[src/rv_control_config.svh]
/*
 * RV32I control unit configuration.
 * Widths, ALU operation codes and load/store byte-lane masks.
 */
`ifndef RV_CONTROL_CONFIG_SVH
`define RV_CONTROL_CONFIG_SVH

`define XLEN        32
`define ALU_OP_W    4
`define LDST_MASK_W 4

`define MASK_BYTE   4'b0001
`define MASK_HALF   4'b0011
`define MASK_WORD   4'b1111

`define ALU_OP_ADD  4'b0000
`define ALU_OP_SUB  4'b1000
`define ALU_OP_SRL  4'b0001
`define ALU_OP_SLL  4'b0011
`define ALU_OP_SRA  4'b0111
`define ALU_OP_SLT  4'b0011
`define ALU_OP_SLTU 4'b0111
`define ALU_OP_XOR  4'b0100
`define ALU_OP_OR   4'b0110
`define ALU_OP_AND  4'b0111

`define ALU_OP_BEQ  4'b0000
`define ALU_OP_BNE  4'b0001
`define ALU_OP_BGE  4'b0010
`define ALU_OP_BLT  4'b0011
`define ALU_OP_BGEU 4'b0110
`define ALU_OP_BLTU 4'b0111

`endif

[src/rv_isa_pkg.sv]
/*
 * RV32I instruction encoding: field layout, major opcodes
 * and the funct3 encodings of each instruction class.
 */
package rv_isa_pkg;

    typedef enum logic [6:0] {
        OP     = 7'b0110011,
        OP_IMM = 7'b0010011,
        LOAD   = 7'b0000011,
        STORE  = 7'b0100011,
        BRANCH = 7'b1100011,
        JAL    = 7'b1101111,
        JALR   = 7'b1100111,
        LUI    = 7'b0110111,
        AUIPC  = 7'b0010111
    } opcode_e;

    // R-type view, other formats reuse the same bit positions
    typedef struct packed {
        logic [6:0] funct7;
        logic [4:0] rs2;
        logic [4:0] rs1;
        logic [2:0] funct3;
        logic [4:0] rd;
        logic [6:0] opcode;
    } instr_t;

    typedef enum logic [2:0] {
        F3_ADD  = 3'b000, // ADD/SUB
        F3_SLL  = 3'b001,
        F3_SLT  = 3'b010,
        F3_SLTU = 3'b011,
        F3_XOR  = 3'b100,
        F3_SRL  = 3'b101, // SRL/SRA
        F3_OR   = 3'b110,
        F3_AND  = 3'b111
    } alu_f3_e;

    typedef enum logic [2:0] {
        F3_LB  = 3'b000,
        F3_LH  = 3'b001,
        F3_LW  = 3'b010,
        F3_LBU = 3'b100,
        F3_LHU = 3'b101
    } load_f3_e;

    typedef enum logic [2:0] {
        F3_SB = 3'b000,
        F3_SH = 3'b001,
        F3_SW = 3'b010
    } store_f3_e;

    typedef enum logic [2:0] {
        F3_BEQ  = 3'b000,
        F3_BNE  = 3'b001,
        F3_BLT  = 3'b100,
        F3_BGE  = 3'b101,
        F3_BLTU = 3'b110,
        F3_BGEU = 3'b111
    } branch_f3_e;

endpackage

[src/rv_ctrl_pkg.sv]
/*
 * Control output types of the decode unit: operand and
 * write-back selects, the control structs and redirect states.
 */
`include "rv_control_config.svh"

package rv_ctrl_pkg;

    typedef enum logic [1:0] {
        ARITH   = 2'b00,
        LOGIC   = 2'b01,
        SHIFT   = 2'b10,
        COMPARE = 2'b11
    } alu_unit_e;

    typedef enum logic [1:0] {
        REG  = 2'b00,
        PC   = 2'b01,
        ZERO = 2'b10
    } operand_a_e;

    typedef enum logic [1:0] {
        ALU       = 2'b00,
        MEM       = 2'b01,
        PC_PLUS_4 = 2'b10
    } wb_src_e;

    typedef struct packed {
        logic                  imm_select;   // 1 selects the immediate as operand B
        operand_a_e            operand_a;
        logic                  cmp_operands; // Branch compare of rs1/rs2
        alu_unit_e             unit;
        logic [`ALU_OP_W-1:0]  op;
    } alu_ctrl_t;

    typedef struct packed {
        logic [`LDST_MASK_W-1:0] mask;
        logic                    is_unsigned;
        logic                    st_en;
    } mem_ctrl_t;

    typedef struct packed {
        logic    rf_w_en;
        wb_src_e rf_w_select;
    } wb_ctrl_t;

    typedef struct packed {
        logic branch;
        logic jump;
    } flow_ctrl_t;

    typedef enum logic {
        RUN    = 1'b0,
        SQUASH = 1'b1
    } redirect_state_e;

endpackage

[src/instr_decoder.sv]
/*
 * Instruction decoder. Turns one RV32I instruction into ALU,
 * memory, write-back and flow controls in the same cycle.
 */
`include "rv_control_config.svh"

module instr_decoder
(
    input  rv_isa_pkg::instr_t      instr,
    output rv_ctrl_pkg::alu_ctrl_t  alu_ctrl,
    output rv_ctrl_pkg::mem_ctrl_t  mem_ctrl,
    output rv_ctrl_pkg::wb_ctrl_t   wb_ctrl,
    output rv_ctrl_pkg::flow_ctrl_t flow_ctrl
);

    always_comb
    begin
        // Defaults decode as a no-op
        alu_ctrl.imm_select   = 1'b1;
        alu_ctrl.operand_a    = rv_ctrl_pkg::REG;
        alu_ctrl.cmp_operands = 1'b0;
        alu_ctrl.unit         = rv_ctrl_pkg::ARITH;
        alu_ctrl.op           = `ALU_OP_ADD;
        mem_ctrl              = '0;
        wb_ctrl.rf_w_en       = 1'b0;
        wb_ctrl.rf_w_select   = rv_ctrl_pkg::ALU;
        flow_ctrl             = '0;

        case (rv_isa_pkg::opcode_e'(instr.opcode))
            rv_isa_pkg::OP, rv_isa_pkg::OP_IMM:
            begin
                wb_ctrl.rf_w_en     = 1'b1;
                alu_ctrl.imm_select = (instr.opcode != rv_isa_pkg::OP);
                case (rv_isa_pkg::alu_f3_e'(instr.funct3))
                    rv_isa_pkg::F3_ADD:
                    begin
                        // SUB exists only in register form
                        if (instr.opcode == rv_isa_pkg::OP && instr.funct7[5])
                            alu_ctrl.op = `ALU_OP_SUB;
                    end
                    rv_isa_pkg::F3_SLL:
                    begin
                        alu_ctrl.unit = rv_ctrl_pkg::SHIFT;
                        alu_ctrl.op   = `ALU_OP_SLL;
                    end
                    rv_isa_pkg::F3_SLT:
                    begin
                        alu_ctrl.unit = rv_ctrl_pkg::COMPARE;
                        alu_ctrl.op   = `ALU_OP_SLT;
                    end
                    rv_isa_pkg::F3_SLTU:
                    begin
                        alu_ctrl.unit = rv_ctrl_pkg::COMPARE;
                        alu_ctrl.op   = `ALU_OP_SLTU;
                    end
                    rv_isa_pkg::F3_XOR:
                    begin
                        alu_ctrl.unit = rv_ctrl_pkg::LOGIC;
                        alu_ctrl.op   = `ALU_OP_XOR;
                    end
                    rv_isa_pkg::F3_OR:
                    begin
                        alu_ctrl.unit = rv_ctrl_pkg::LOGIC;
                        alu_ctrl.op   = `ALU_OP_OR;
                    end
                    rv_isa_pkg::F3_AND:
                    begin
                        alu_ctrl.unit = rv_ctrl_pkg::LOGIC;
                        alu_ctrl.op   = `ALU_OP_AND;
                    end
                    default: // SRL/SRA, SRLI/SRAI
                    begin
                        alu_ctrl.unit = rv_ctrl_pkg::SHIFT;
                        alu_ctrl.op   = instr.funct7[5] ? `ALU_OP_SRA : `ALU_OP_SRL;
                    end
                endcase
            end
            rv_isa_pkg::LOAD:
            begin
                case (rv_isa_pkg::load_f3_e'(instr.funct3))
                    rv_isa_pkg::F3_LB:  mem_ctrl.mask = `MASK_BYTE;
                    rv_isa_pkg::F3_LH:  mem_ctrl.mask = `MASK_HALF;
                    rv_isa_pkg::F3_LW:  mem_ctrl.mask = `MASK_WORD;
                    rv_isa_pkg::F3_LBU:
                    begin
                        mem_ctrl.mask        = `MASK_BYTE;
                        mem_ctrl.is_unsigned = 1'b1;
                    end
                    rv_isa_pkg::F3_LHU:
                    begin
                        mem_ctrl.mask        = `MASK_HALF;
                        mem_ctrl.is_unsigned = 1'b1;
                    end
                    default: ;
                endcase
                if (mem_ctrl.mask != '0) // Known width only
                begin
                    wb_ctrl.rf_w_en     = 1'b1;
                    wb_ctrl.rf_w_select = rv_ctrl_pkg::MEM;
                end
            end
            rv_isa_pkg::STORE:
            begin
                case (rv_isa_pkg::store_f3_e'(instr.funct3))
                    rv_isa_pkg::F3_SB: mem_ctrl.mask = `MASK_BYTE;
                    rv_isa_pkg::F3_SH: mem_ctrl.mask = `MASK_HALF;
                    rv_isa_pkg::F3_SW: mem_ctrl.mask = `MASK_WORD;
                    default: ;
                endcase
                mem_ctrl.st_en = (mem_ctrl.mask != '0);
            end
            rv_isa_pkg::BRANCH:
            begin
                flow_ctrl.branch = 1'b1;
                case (rv_isa_pkg::branch_f3_e'(instr.funct3))
                    rv_isa_pkg::F3_BEQ:  alu_ctrl.op = `ALU_OP_BEQ;
                    rv_isa_pkg::F3_BNE:  alu_ctrl.op = `ALU_OP_BNE;
                    rv_isa_pkg::F3_BLT:  alu_ctrl.op = `ALU_OP_BLT;
                    rv_isa_pkg::F3_BGE:  alu_ctrl.op = `ALU_OP_BGE;
                    rv_isa_pkg::F3_BLTU: alu_ctrl.op = `ALU_OP_BLTU;
                    rv_isa_pkg::F3_BGEU: alu_ctrl.op = `ALU_OP_BGEU;
                    default:             flow_ctrl.branch = 1'b0;
                endcase
                if (flow_ctrl.branch)
                begin
                    alu_ctrl.operand_a    = rv_ctrl_pkg::PC; // Target is PC + imm
                    alu_ctrl.cmp_operands = 1'b1;
                end
            end
            rv_isa_pkg::JAL:
            begin
                flow_ctrl.jump      = 1'b1;
                alu_ctrl.operand_a  = rv_ctrl_pkg::PC;
                wb_ctrl.rf_w_en     = 1'b1;
                wb_ctrl.rf_w_select = rv_ctrl_pkg::PC_PLUS_4; // Link address
            end
            rv_isa_pkg::JALR:
            begin
                flow_ctrl.jump      = 1'b1;
                wb_ctrl.rf_w_en     = 1'b1;
                wb_ctrl.rf_w_select = rv_ctrl_pkg::PC_PLUS_4;
            end
            rv_isa_pkg::LUI:
            begin
                alu_ctrl.operand_a = rv_ctrl_pkg::ZERO; // 0 + upper imm
                wb_ctrl.rf_w_en    = 1'b1;
            end
            rv_isa_pkg::AUIPC:
            begin
                alu_ctrl.operand_a = rv_ctrl_pkg::PC;
                wb_ctrl.rf_w_en    = 1'b1;
            end
            default: ; // FENCE, SYSTEM and illegal opcodes
        endcase
    end

endmodule

[src/redirect_fsm.sv]
/*
 * Redirect control. Holds the decode-stage branch/jump flags and
 * raises make_nop once per taken redirect, then skips one cycle.
 */
module redirect_fsm
(
    input  logic                    clk,
    input  logic                    rst,
    input  rv_ctrl_pkg::flow_ctrl_t flow_ctrl,
    input  logic                    branch_true,
    output logic                    make_nop
);

    rv_ctrl_pkg::flow_ctrl_t      flow_id;     // Flags of the instruction in decode
    rv_ctrl_pkg::redirect_state_e state;
    rv_ctrl_pkg::redirect_state_e state_next;

    assign make_nop = (state == rv_ctrl_pkg::RUN) &&
                      (flow_id.jump || (flow_id.branch && branch_true));

    always_comb
    begin
        case (state)
            rv_ctrl_pkg::RUN:    state_next = make_nop ? rv_ctrl_pkg::SQUASH : rv_ctrl_pkg::RUN;
            rv_ctrl_pkg::SQUASH: state_next = rv_ctrl_pkg::RUN; // Flushed slot done
            default:             state_next = rv_ctrl_pkg::RUN;
        endcase
    end

    always_ff @(posedge clk)
    begin
        if (rst)
        begin
            flow_id <= '0;
            state   <= rv_ctrl_pkg::RUN;
        end
        else
        begin
            flow_id <= flow_ctrl;
            state   <= state_next;
        end
    end

endmodule

[src/rv_control.sv]
/*
 * RV32I decode control unit. Combinational instruction decode
 * plus the squash logic for taken branches and jumps.
 */
module rv_control
(
    input  logic                    clk,
    input  logic                    rst,
    input  rv_isa_pkg::instr_t      instr,
    input  logic                    branch_true,
    output rv_ctrl_pkg::alu_ctrl_t  alu_ctrl,
    output rv_ctrl_pkg::mem_ctrl_t  mem_ctrl,
    output rv_ctrl_pkg::wb_ctrl_t   wb_ctrl,
    output rv_ctrl_pkg::flow_ctrl_t flow_ctrl,
    output logic                    make_nop
);

    rv_ctrl_pkg::flow_ctrl_t flow_dec; // Also feeds the redirect logic

    assign flow_ctrl = flow_dec;

    instr_decoder decoder0
    (
        .instr     (instr),
        .alu_ctrl  (alu_ctrl),
        .mem_ctrl  (mem_ctrl),
        .wb_ctrl   (wb_ctrl),
        .flow_ctrl (flow_dec)
    );

    redirect_fsm redirect0
    (
        .clk         (clk),
        .rst         (rst),
        .flow_ctrl   (flow_dec),
        .branch_true (branch_true),
        .make_nop    (make_nop)
    );

endmodule

[config.mk]
export PLATFORM = sky130hd
export DESIGN_NAME = rv_control
export DESIGN_NICKNAME = d
export VERILOG_FILES = /design/src/rv_isa_pkg.sv /design/src/rv_ctrl_pkg.sv /design/src/instr_decoder.sv /design/src/redirect_fsm.sv /design/src/rv_control.sv
export VERILOG_INCLUDE_DIRS = /design/src /design/src/src
export SDC_FILE = /design/constraint.sdc
export NUM_CORES = 1
export LEC_CHECK = 0
export CAP_MARGIN = 10
export CORE_AREA = 2 2 39 41
export DETAILED_ROUTE_END_ITERATION = 12
export DIE_AREA = 0 0 41 43
export DONT_BUFFER_PORTS = 1
export GPL_TIMING_DRIVEN = 0
export SLEW_MARGIN = 30
export SYNTH_ARGS = -nofsm -noshare
export SYNTH_HDL_FRONTEND = slang
export SYNTH_SLANG_ARGS = --single-unit
[constraint.sdc]
create_clock -name clk -period 1.5 [get_ports clk]
set_input_delay 0.075 -clock clk [delete_from_list [all_inputs] [get_ports clk]]
set_output_delay 0.075 -clock clk [all_outputs]
set_load 0.01 [all_outputs]
==> results.json, run 1 <==
{
  "path_class": "input pin to primary output",
  "antenna_found_initial": 0,
  "cts_tree": "done",
  "worstReg2RegStart": "redirect0.flow_id[1]$_SDFF_PP0_",
  "wl_per_cell_um": 13.5,
  "yosysUniqueCellTypes": 26,
  "final_common_cell": "a21oi_1",
  "clock.fmax_ghz": 0.726,
  "multi_input_area_um2": 329,
  "area_growth_pct": 12.7,
  "hp-start": "branch_true",
  "yosysWarnings": 0,
  "min_path_type": "input pin to flop",
  "num_antenna_cells": 0,
  "routed-via-count": 492,
  "synth.area.top_cells": "dfxtp_1 (14%), a21oi_1 (9.0%), nor2b_1 (8.5%), nand2_1 (5.1%), a211oi_4 (4.5%)",
  "hold_viol_final": 0,
  "final_min_period_over_clock_period_pct": 91.9,
  "fillCellCount": 153,
  "cp-start-kind": "input pin",
  "drv_slew": 0,
  "overflow": 0,
  "ios": 57,
  "clockBufferDepth": 2,
  "min_period_ns": 1.38,
  "first_global_vias": 478,
  "path_depth": 5,
  "drive_above_1_share_pct": 15.3,
  "yosysTopAreaCellShare_pct": 13.6,
  "grt_max_degree": 11,
  "rr_endpoint": "redirect0.state$_SDFF_PP0_",
  "synth_area_per_cell_um2": 6.61,
  "final_util_pct": 36.1,
  "cp-end-kind": "primary output",
  "crit_arrival_ns": 1.30,
  "rsz0062_at_grt": "false",
  "first_pass_iters": 4,
  "placement.io_buffers": 0,
  "dieArea_um2": 1760,
  "wl_mm": 1.19,
  "vdd_ir_drop_max_v": 0.000121,
  "grt_usage_pct": 16.0,
  "skew_ns": 0.00128,
  "cts-htree-levels": 1,
  "synthesis.area_um2": 443,
  "ff2ff_setup_slack_ns": 0.87,
  "antenna_left": 0,
  "die_h_um": 43,
  "synthCells": 67,
  "setup_tns_ns": 0,
  "clock-root-buffer": "clkbuf_4",
  "synth_fp_nets": 102,
  "dpl.hpwl_um": 984,
  "power.density_nw_per_um2": 565,
  "crit_slowest_cell": "or3_1",
  "whs_path_depth": 2,
  "status": "completed",
  "fp.coreArea_um2": 1380,
  "cpMostUsedCell": "or3_1",
  "cts_sinks": 3,
  "final_cell_mix": "a21oi_1 (8), nor2b_1 (6), nand2_1 (6)",
  "viasPerCell": 5.59,
  "synth-seq-cells": 3,
  "startpoint": "instr[3]",
  "crit_family": "simple AND/OR/NAND/NOR gates",
  "total_power_uw": 282,
  "die_w_um": 41,
  "initial_core_util_pct": 32.0,
  "cts_made_buffers": 3,
  "min_to": "redirect0.state$_SDFF_PP0_",
  "clk_latency_ns": 0.23,
  "nNetsFinal": 108,
  "path_cells": "nand4bb_1 > or3_1 > buf_6 > a211oi_4 > or3_1",
  "synth.largest_area_cell": "dfxtp_1",
  "power.leakage_nw": 0.185,
  "grt_pass1_wl_mm": 1.90,
  "seqCellArea_um2": 60.1,
  "required_ns": 1.42,
  "maxCapViolCount": 0,
  "cp_num_buf_inv": 1,
  "finalSetupViolations": 0,
  "path_clk_slew_ns": 0.03,
  "cts_resized": 0,
  "path_max_fanout": 6,
  "maxSlewHeadroom_pct": 64.1,
  "route.detailed.drc": 0,
  "first_iter_violations": 2,
  "reg2reg_depth": 2,
  "fp-row-count": 14,
  "place_congestion": 0.752,
  "synth_seq_area_share_pct": 13.6,
  "tightestPinTransition_ns": 0.533,
  "max_stage_delay_ns": 0.36
}
==> power breakdown <==
part / total [mW] / internal [mW] / switching [mW] / leakage (nW)
Sequential: 0.0807 / 0.0806 / 0.000108 / 0.0242
Clock: 0.142 / 0.0997 / 0.0426 / 0.0150
Combinational: 0.0592 / 0.0228 / 0.0364 / 0.146
Total: 0.282 / 0.203 / 0.0791 / 0.185
==> metrics by stage <==
step	setup WS, ns	instance area, µm²	instances	hold slack, ns
detailed placement	0.0960	463	83	0.150
global route	0.0204	499	88	0.139
CTS	0.0960	499	88	0.0644
floorplan	0.243	443	67	0.147
global placement	0.109	463	83	0.148
finish	0.122	499	88	0.0571
==> synth_stat cells <==
master,instances
buf_1,1
a22oi_1,1
nor2b_1,6
dfxtp_1,3
a2111oi_2,1
nor2_1,5
and3b_1,1
nand2_1,6
buf_4,2
a21oi_1,8
o21ai_0,4
nand2b_1,3
a21o_1,2
buf_2,1
inv_1,4
or3_1,2
buf_6,1
nor4_1,3
clkbuf_1,1
nand3_1,3
nor3_1,4
or2_2,1
a211oi_4,1
nand4bb_1,1
nor4b_2,1
o22ai_1,1
==> how the worst max path moves through the flow <==
stage | endpoint | slack (ns)
after global routing | wb_ctrl[2] | 0.02
final | wb_ctrl[2] | 0.12
after detailed placement | wb_ctrl[2] | 0.1
after floorplan | wb_ctrl[2] | 0.24
after global placement | wb_ctrl[2] | 0.11
after CTS | wb_ctrl[2] | 0.1
==> cell families after synthesis <==
family | synth area share [%]
buffers and inverters | 12.1
and+or+nand+nor | 46.3
AOI/OAI and AO/OA | 28.0
DFF | 13.6
==> metal layers <==
layer | track usage [%] | vias to the layer above | wire length (µm)
met3 | 3.66 | 4 | 177
met2 | 22.8 | 27 | 559
met1 | 18.7 | 214 | 415
li1 | - | 247 | -
met5 | 0 | - | 0
met4 | 14.0 | 0 | 34
==> repair_timing <==
action                                  in CTS  in global routing
endpoints found under the setup margin       0                  0
setup buffers                                0                  0
endpoints found under the hold margin        3                  0
hold buffers                                 1                  0
==> cell type report <==
cell class              count  area share [%]
multi-input cells          54            65.9
flip-flops and latches      3            12.0
plain buffers               6            7.77
clock buffers               4            5.26
inverters                   4            3.01
well taps                  16            4.01
repair buffers              1            2.01
==> state kept, by name, summed over array words and instances (netlist names) <==
name               flops
redirect0.state        1
redirect0.flow_id      2
Power figures use the tool's default switching activity.
==> inputs of run 2 (changes only) <==
--- a/config.mk
+++ b/config.mk
@@ -12,6 +12,7 @@
 export DIE_AREA = 0 0 41 43
 export DONT_BUFFER_PORTS = 1
 export GPL_TIMING_DRIVEN = 0
+export PLACE_DENSITY = 0.47
 export SLEW_MARGIN = 30
 export SYNTH_ARGS = -nofsm -noshare
 export SYNTH_HDL_FRONTEND = slang
==> results.json, run 2 (synthesis results as in run 1) <==
{
  "status": "completed",
  "crit_arrival_ns": 1.34,
  "dieArea_um2": 1760,
  "clk_latency_ns": 0.23,
  "wl_mm": 1.17,
  "wl_per_cell_um": 13.3,
  "path_clk_slew_ns": 0.04,
  "largest_reg_flops": 2,
  "die_w_um": 41,
  "final_cell_mix": "a21oi_1 (8), nor2b_1 (6), nand2_1 (6)",
  "cts-htree-levels": 1,
  "first_iter_violations": 8,
  "cts_tree": "done",
  "regMostFlops": "redirect0.flow_id",
  "maxSlewHeadroom_pct": 64.0,
  "min_period_ns": 1.41,
  "power.density_nw_per_um2": 559,
  "grt_usage_pct": 14.7,
  "cp-end-kind": "primary output",
  "cp-start-kind": "input pin",
  "overflow": 0,
  "first_pass_iters": 2,
  "setup_tns_ns": 0,
  "initial_core_util_pct": 32.0,
  "grt_pass1_wl_mm": 1.81,
  "total_power_uw": 279,
  "crit_slowest_cell": "or3_1",
  "seqCellArea_um2": 60.1,
  "maxCapViolCount": 0,
  "min_path_type": "input pin to flop",
  "placement.io_buffers": 0,
  "path_class": "input pin to primary output",
  "clockBufferDepth": 2,
  "clock-root-buffer": "clkbuf_4",
  "final_min_period_over_clock_period_pct": 94.3,
  "path_max_fanout": 6,
  "num_antenna_cells": 0,
  "area_growth_pct": 12.7,
  "path_cells": "nand4bb_1 > or3_1 > buf_6 > a211oi_4 > or3_1",
  "multi_input_area_um2": 329,
  "vdd_ir_drop_max_v": 0.000170,
  "rsz0062_at_grt": "false",
  "fp-row-count": 14,
  "crit_family": "simple AND/OR/NAND/NOR gates",
  "final_common_cell": "a21oi_1",
  "first_global_vias": 436,
  "fp.coreArea_um2": 1380,
  "max_stage_delay_ns": 0.37,
  "tightestPinTransition_ns": 0.534,
  "hold_ws_ns": 0.0706,
  "cts_sinks": 3,
  "finalSetupViolations": 0,
  "antenna_left": 0,
  "place_congestion": 0.750,
  "fillCellCount": 158,
  "die_h_um": 43,
  "route.detailed.drc": 0,
  "nNetsFinal": 108,
  "reg_top3": "redirect0.flow_id (2), redirect0.state (1)",
  "drive_above_1_share_pct": 15.3,
  "clock.fmax_ghz": 0.707,
  "cts_resized": 0,
  "hold_viol_final": 0,
  "drv_slew": 0,
  "power.leakage_nw": 0.185,
  "ios": 57,
  "cp_num_buf_inv": 1,
  "cts_setup_buffers": 0,
  "viasPerCell": 5.43,
  "grt_max_degree": 11,
  "cts_made_buffers": 3,
  "antenna_found_initial": 0,
  "required_ns": 1.42,
  "routed-via-count": 478,
  "skew_ns": 0.00287,
  "cpMostUsedCell": "or3_1",
  "dpl.hpwl_um": 969
}
[run 2: area by class of cell]
cell class,count,share of cell area [%]
buffer,6,7.77
clock buffer,4,5.26
inverter,4,3.01
multi-input combinational,54,65.9
sequential,3,12.0
tap,16,4.01
timing repair buffer,1,2.01
[run 2: per-layer routing]
layer / wire [µm] / GRT usage (%)
met5: 0 / 0
met4: 0 / 10.0
met3: 86 / 1.57
met2: 619 / 23.1
met1: 461 / 17.5
[run 2: worst paths after layout]
check	from	to	slack (ns)	cells after the start
setup / recovery	instr[3]	wb_ctrl[2]	0.09	5
hold / removal	branch_true	redirect0.state$_SDFF_PP0_	0.07	2
setup reg to reg	redirect0.flow_id[1]$_SDFF_PP0_	redirect0.state$_SDFF_PP0_	0.86	2
hold reg to reg	redirect0.state$_SDFF_PP0_	redirect0.state$_SDFF_PP0_	0.42	1
[run 2: power by group]
group	internal (mW)	total (mW)	switching [mW]	leakage, nW
Sequential	0.0806	0.0807	0.000102	0.0242
Clock	0.0994	0.138	0.0387	0.0150
Combinational	0.0227	0.0603	0.0376	0.146
[run 2: metrics by stage]
step,util [%],cell area [µm²],worst slack [ns],std cells
3_3_place_gp,33.5,463,0.0700,83
6_report,36.1,499,0.0853,88
3_5_place_dp,33.5,463,0.0828,83
4_1_cts,36.1,499,0.0680,88
5_1_grt,36.1,499,0.0257,88
2_1_floorplan,-,443,0.243,67
[run 2: repair_timing]
item	4_1_cts	5_1_grt
endpoints found under the setup margin	0	0
endpoints found under the hold margin	3	0
hold buffers	1	0
==> inputs of run 3 (changes only) <==
--- a/config.mk
+++ b/config.mk
@@ -7,12 +7,14 @@
 export NUM_CORES = 1
 export LEC_CHECK = 0
 export CAP_MARGIN = 10
-export CORE_AREA = 2 2 39 41
+export CELL_PAD_IN_SITES_DETAIL_PLACEMENT = 1
+export CELL_PAD_IN_SITES_GLOBAL_PLACEMENT = 1
+export CORE_MARGIN = 2
+export CORE_UTILIZATION = 33
 export DETAILED_ROUTE_END_ITERATION = 12
-export DIE_AREA = 0 0 41 43
 export DONT_BUFFER_PORTS = 1
 export GPL_TIMING_DRIVEN = 0
-export PLACE_DENSITY = 0.47
+export PLACE_DENSITY = 0.72
 export SLEW_MARGIN = 30
 export SYNTH_ARGS = -nofsm -noshare
 export SYNTH_HDL_FRONTEND = slang
==> results.json, run 3 (synthesis results as in run 1) <==
{
  "status": "completed",
  "drive_above_1_share_pct": 15.3,
  "ios": 57,
  "intPower_uw": 203,
  "rr_endpoint": "redirect0.state$_SDFF_PP0_",
  "tightestPinTransition_ns": 0.603,
  "initial_core_util_pct": 34.9,
  "crit_arrival_ns": 1.33,
  "overflow": 0,
  "path_max_fanout": 6,
  "rsz0062_at_grt": "false",
  "swShare_pct": 29.5,
  "maxCapViolCount": 0,
  "min_period_ns": 1.41,
  "startpoint": "instr[3]",
  "cts_tree": "done",
  "vdd_ir_drop_max_v": 0.000128,
  "clock-root-buffer": "clkbuf_4",
  "num_antenna_cells": 0,
  "reg2reg_depth": 2,
  "drv_slew": 0,
  "power_frac_comb_pct": 21.3,
  "grt_use_met2_pct": 30.6,
  "wl_per_cell_um": 15.0,
  "fp.coreArea_um2": 1270,
  "pwr-share-clk_pct": 50.7,
  "skew_ns": 0.00127,
  "cts-htree-levels": 1,
  "dieArea_um2": 1650,
  "nNetsFinal": 108,
  "min_path_type": "input pin to flop",
  "reg_top3": "redirect0.flow_id (2), redirect0.state (1)",
  "power.density_nw_per_um2": 579,
  "hp-start": "branch_true",
  "die_h_um": 40.6,
  "routed-via-count": 497,
  "final_util_pct": 39.3,
  "cp-end-kind": "primary output",
  "first_global_vias": 468,
  "cts_made_buffers": 3,
  "first_iter_violations": 9,
  "wl_mm": 1.30,
  "viasPerCell": 5.71,
  "maxSlewHeadroom_pct": 59.5,
  "die_w_um": 40.6,
  "clockBufferDepth": 2,
  "area_growth_pct": 12.4,
  "first_pass_iters": 2,
  "grt_max_degree": 11,
  "min_to": "redirect0.state$_SDFF_PP0_",
  "worstReg2RegStart": "redirect0.flow_id[1]$_SDFF_PP0_",
  "whs_path_depth": 2,
  "hold_viol_final": 0,
  "grt_usage_pct": 17.8,
  "antenna_left": 0,
  "met3_usage_pct": 2.72,
  "clk_latency_ns": 0.24,
  "grt_pass1_wl_mm": 1.98,
  "required_ns": 1.42,
  "busiest_layer": "met2",
  "grtUsageMet1_pct": 21.6,
  "path_clk_slew_ns": 0.04,
  "fp-row-count": 13,
  "finalSetupViolations": 0,
  "final_common_cell": "a21oi_1",
  "cp-start-kind": "input pin",
  "route.detailed.drc": 0,
  "dpl.hpwl_mm": 1.08,
  "final_min_period_over_clock_period_pct": 93.8,
  "total_power_uw": 288,
  "antenna_found_initial": 0,
  "final_cell_mix": "a21oi_1 (8), nor2b_1 (6), nand2_1 (6)",
  "regMostFlops": "redirect0.flow_id",
  "ff2ff_setup_slack_ns": 0.85,
  "fillCellCount": 180,
  "power.leakage_nw": 0.185,
  "place_congestion": 0.705,
  "seqPwrFrac_pct": 28.0,
  "cts_sinks": 3,
  "placement.io_buffers": 0,
  "clock.fmax_ghz": 0.710,
  "path_class": "input pin to primary output",
  "setup_tns_ns": 0,
  "largest_reg_flops": 2,
  "p_sw_uw": 85.1
}
[run 3: cell counts in the layout (fill, tap and decap cells not counted)]
No cell type changed its count.
[run 3: through the flow]
step	setup slack (ns)	hold slack (ns)	instance area, µm²	instances
2_1_floorplan	0.243	0.147	443	67
3_3_place_gp	0.0792	0.148	462	82
3_5_place_dp	0.0883	0.150	462	82
4_1_cts	0.0825	0.0680	498	87
5_1_grt	0.0121	0.136	498	87
6_report	0.0923	0.0670	498	87
[run 3: worst max path at each step]
stage	to	slack (ns)
3_5_place_dp	wb_ctrl[2]	0.09
5_1_grt	wb_ctrl[2]	0.01
6_report	wb_ctrl[2]	0.09
2_1_floorplan	wb_ctrl[2]	0.24
3_3_place_gp	wb_ctrl[2]	0.08
4_1_cts	wb_ctrl[2]	0.08
[run 3: cell type report]
class                           count  area [µm²]  share of cell area (%)
Timing Repair Buffer                1        10.0                    2.01
Buffer                              6        38.8                    7.79
Multi-Input combinational cell     54         329                    66.1
Sequential cell                     3        60.1                    12.1
Tap cell                           15        18.8                    3.77
Clock buffer                        4        26.3                    5.28
Inverter                            4        15.0                    3.02
[run 3: power by group through the flow]
stage | Sequential (mW) | Clock, mW | Combinational (mW)
floorplan | 0.0819 | 0 | 0.0484
global placement | 0.0819 | 0 | 0.0576
detailed placement | 0.0819 | 0 | 0.0585
CTS | 0.0806 | 0.152 | 0.0616
global route | 0.0806 | 0.156 | 0.0686
finish | 0.0806 | 0.146 | 0.0614
[run 3: timing repair]
item | 4_1_cts | 5_1_grt
setup buffers | 0 | 0
setup endpoints to repair | 0 | 0
endpoints found under the hold margin | 3 | 0
hold buffers | 1 | 0
resized for setup | 0 | 0
[run 3: critical path, stage by stage]
cell       delay (ns)
nand4bb_1        0.26
or3_1            0.38
buf_6            0.15
a211oi_4         0.26
or3_1            0.20
[run 3: routing by layer]
metal / wire length [µm] / vias to the layer above / share of wire, %
li1: - / 245 / -
met1: 547 / 227 / 42
met2: 628 / 23 / 48
met5: 0 / - / 0
met4: 17 / 0 / 1.3
met3: 108 / 2 / 8.3
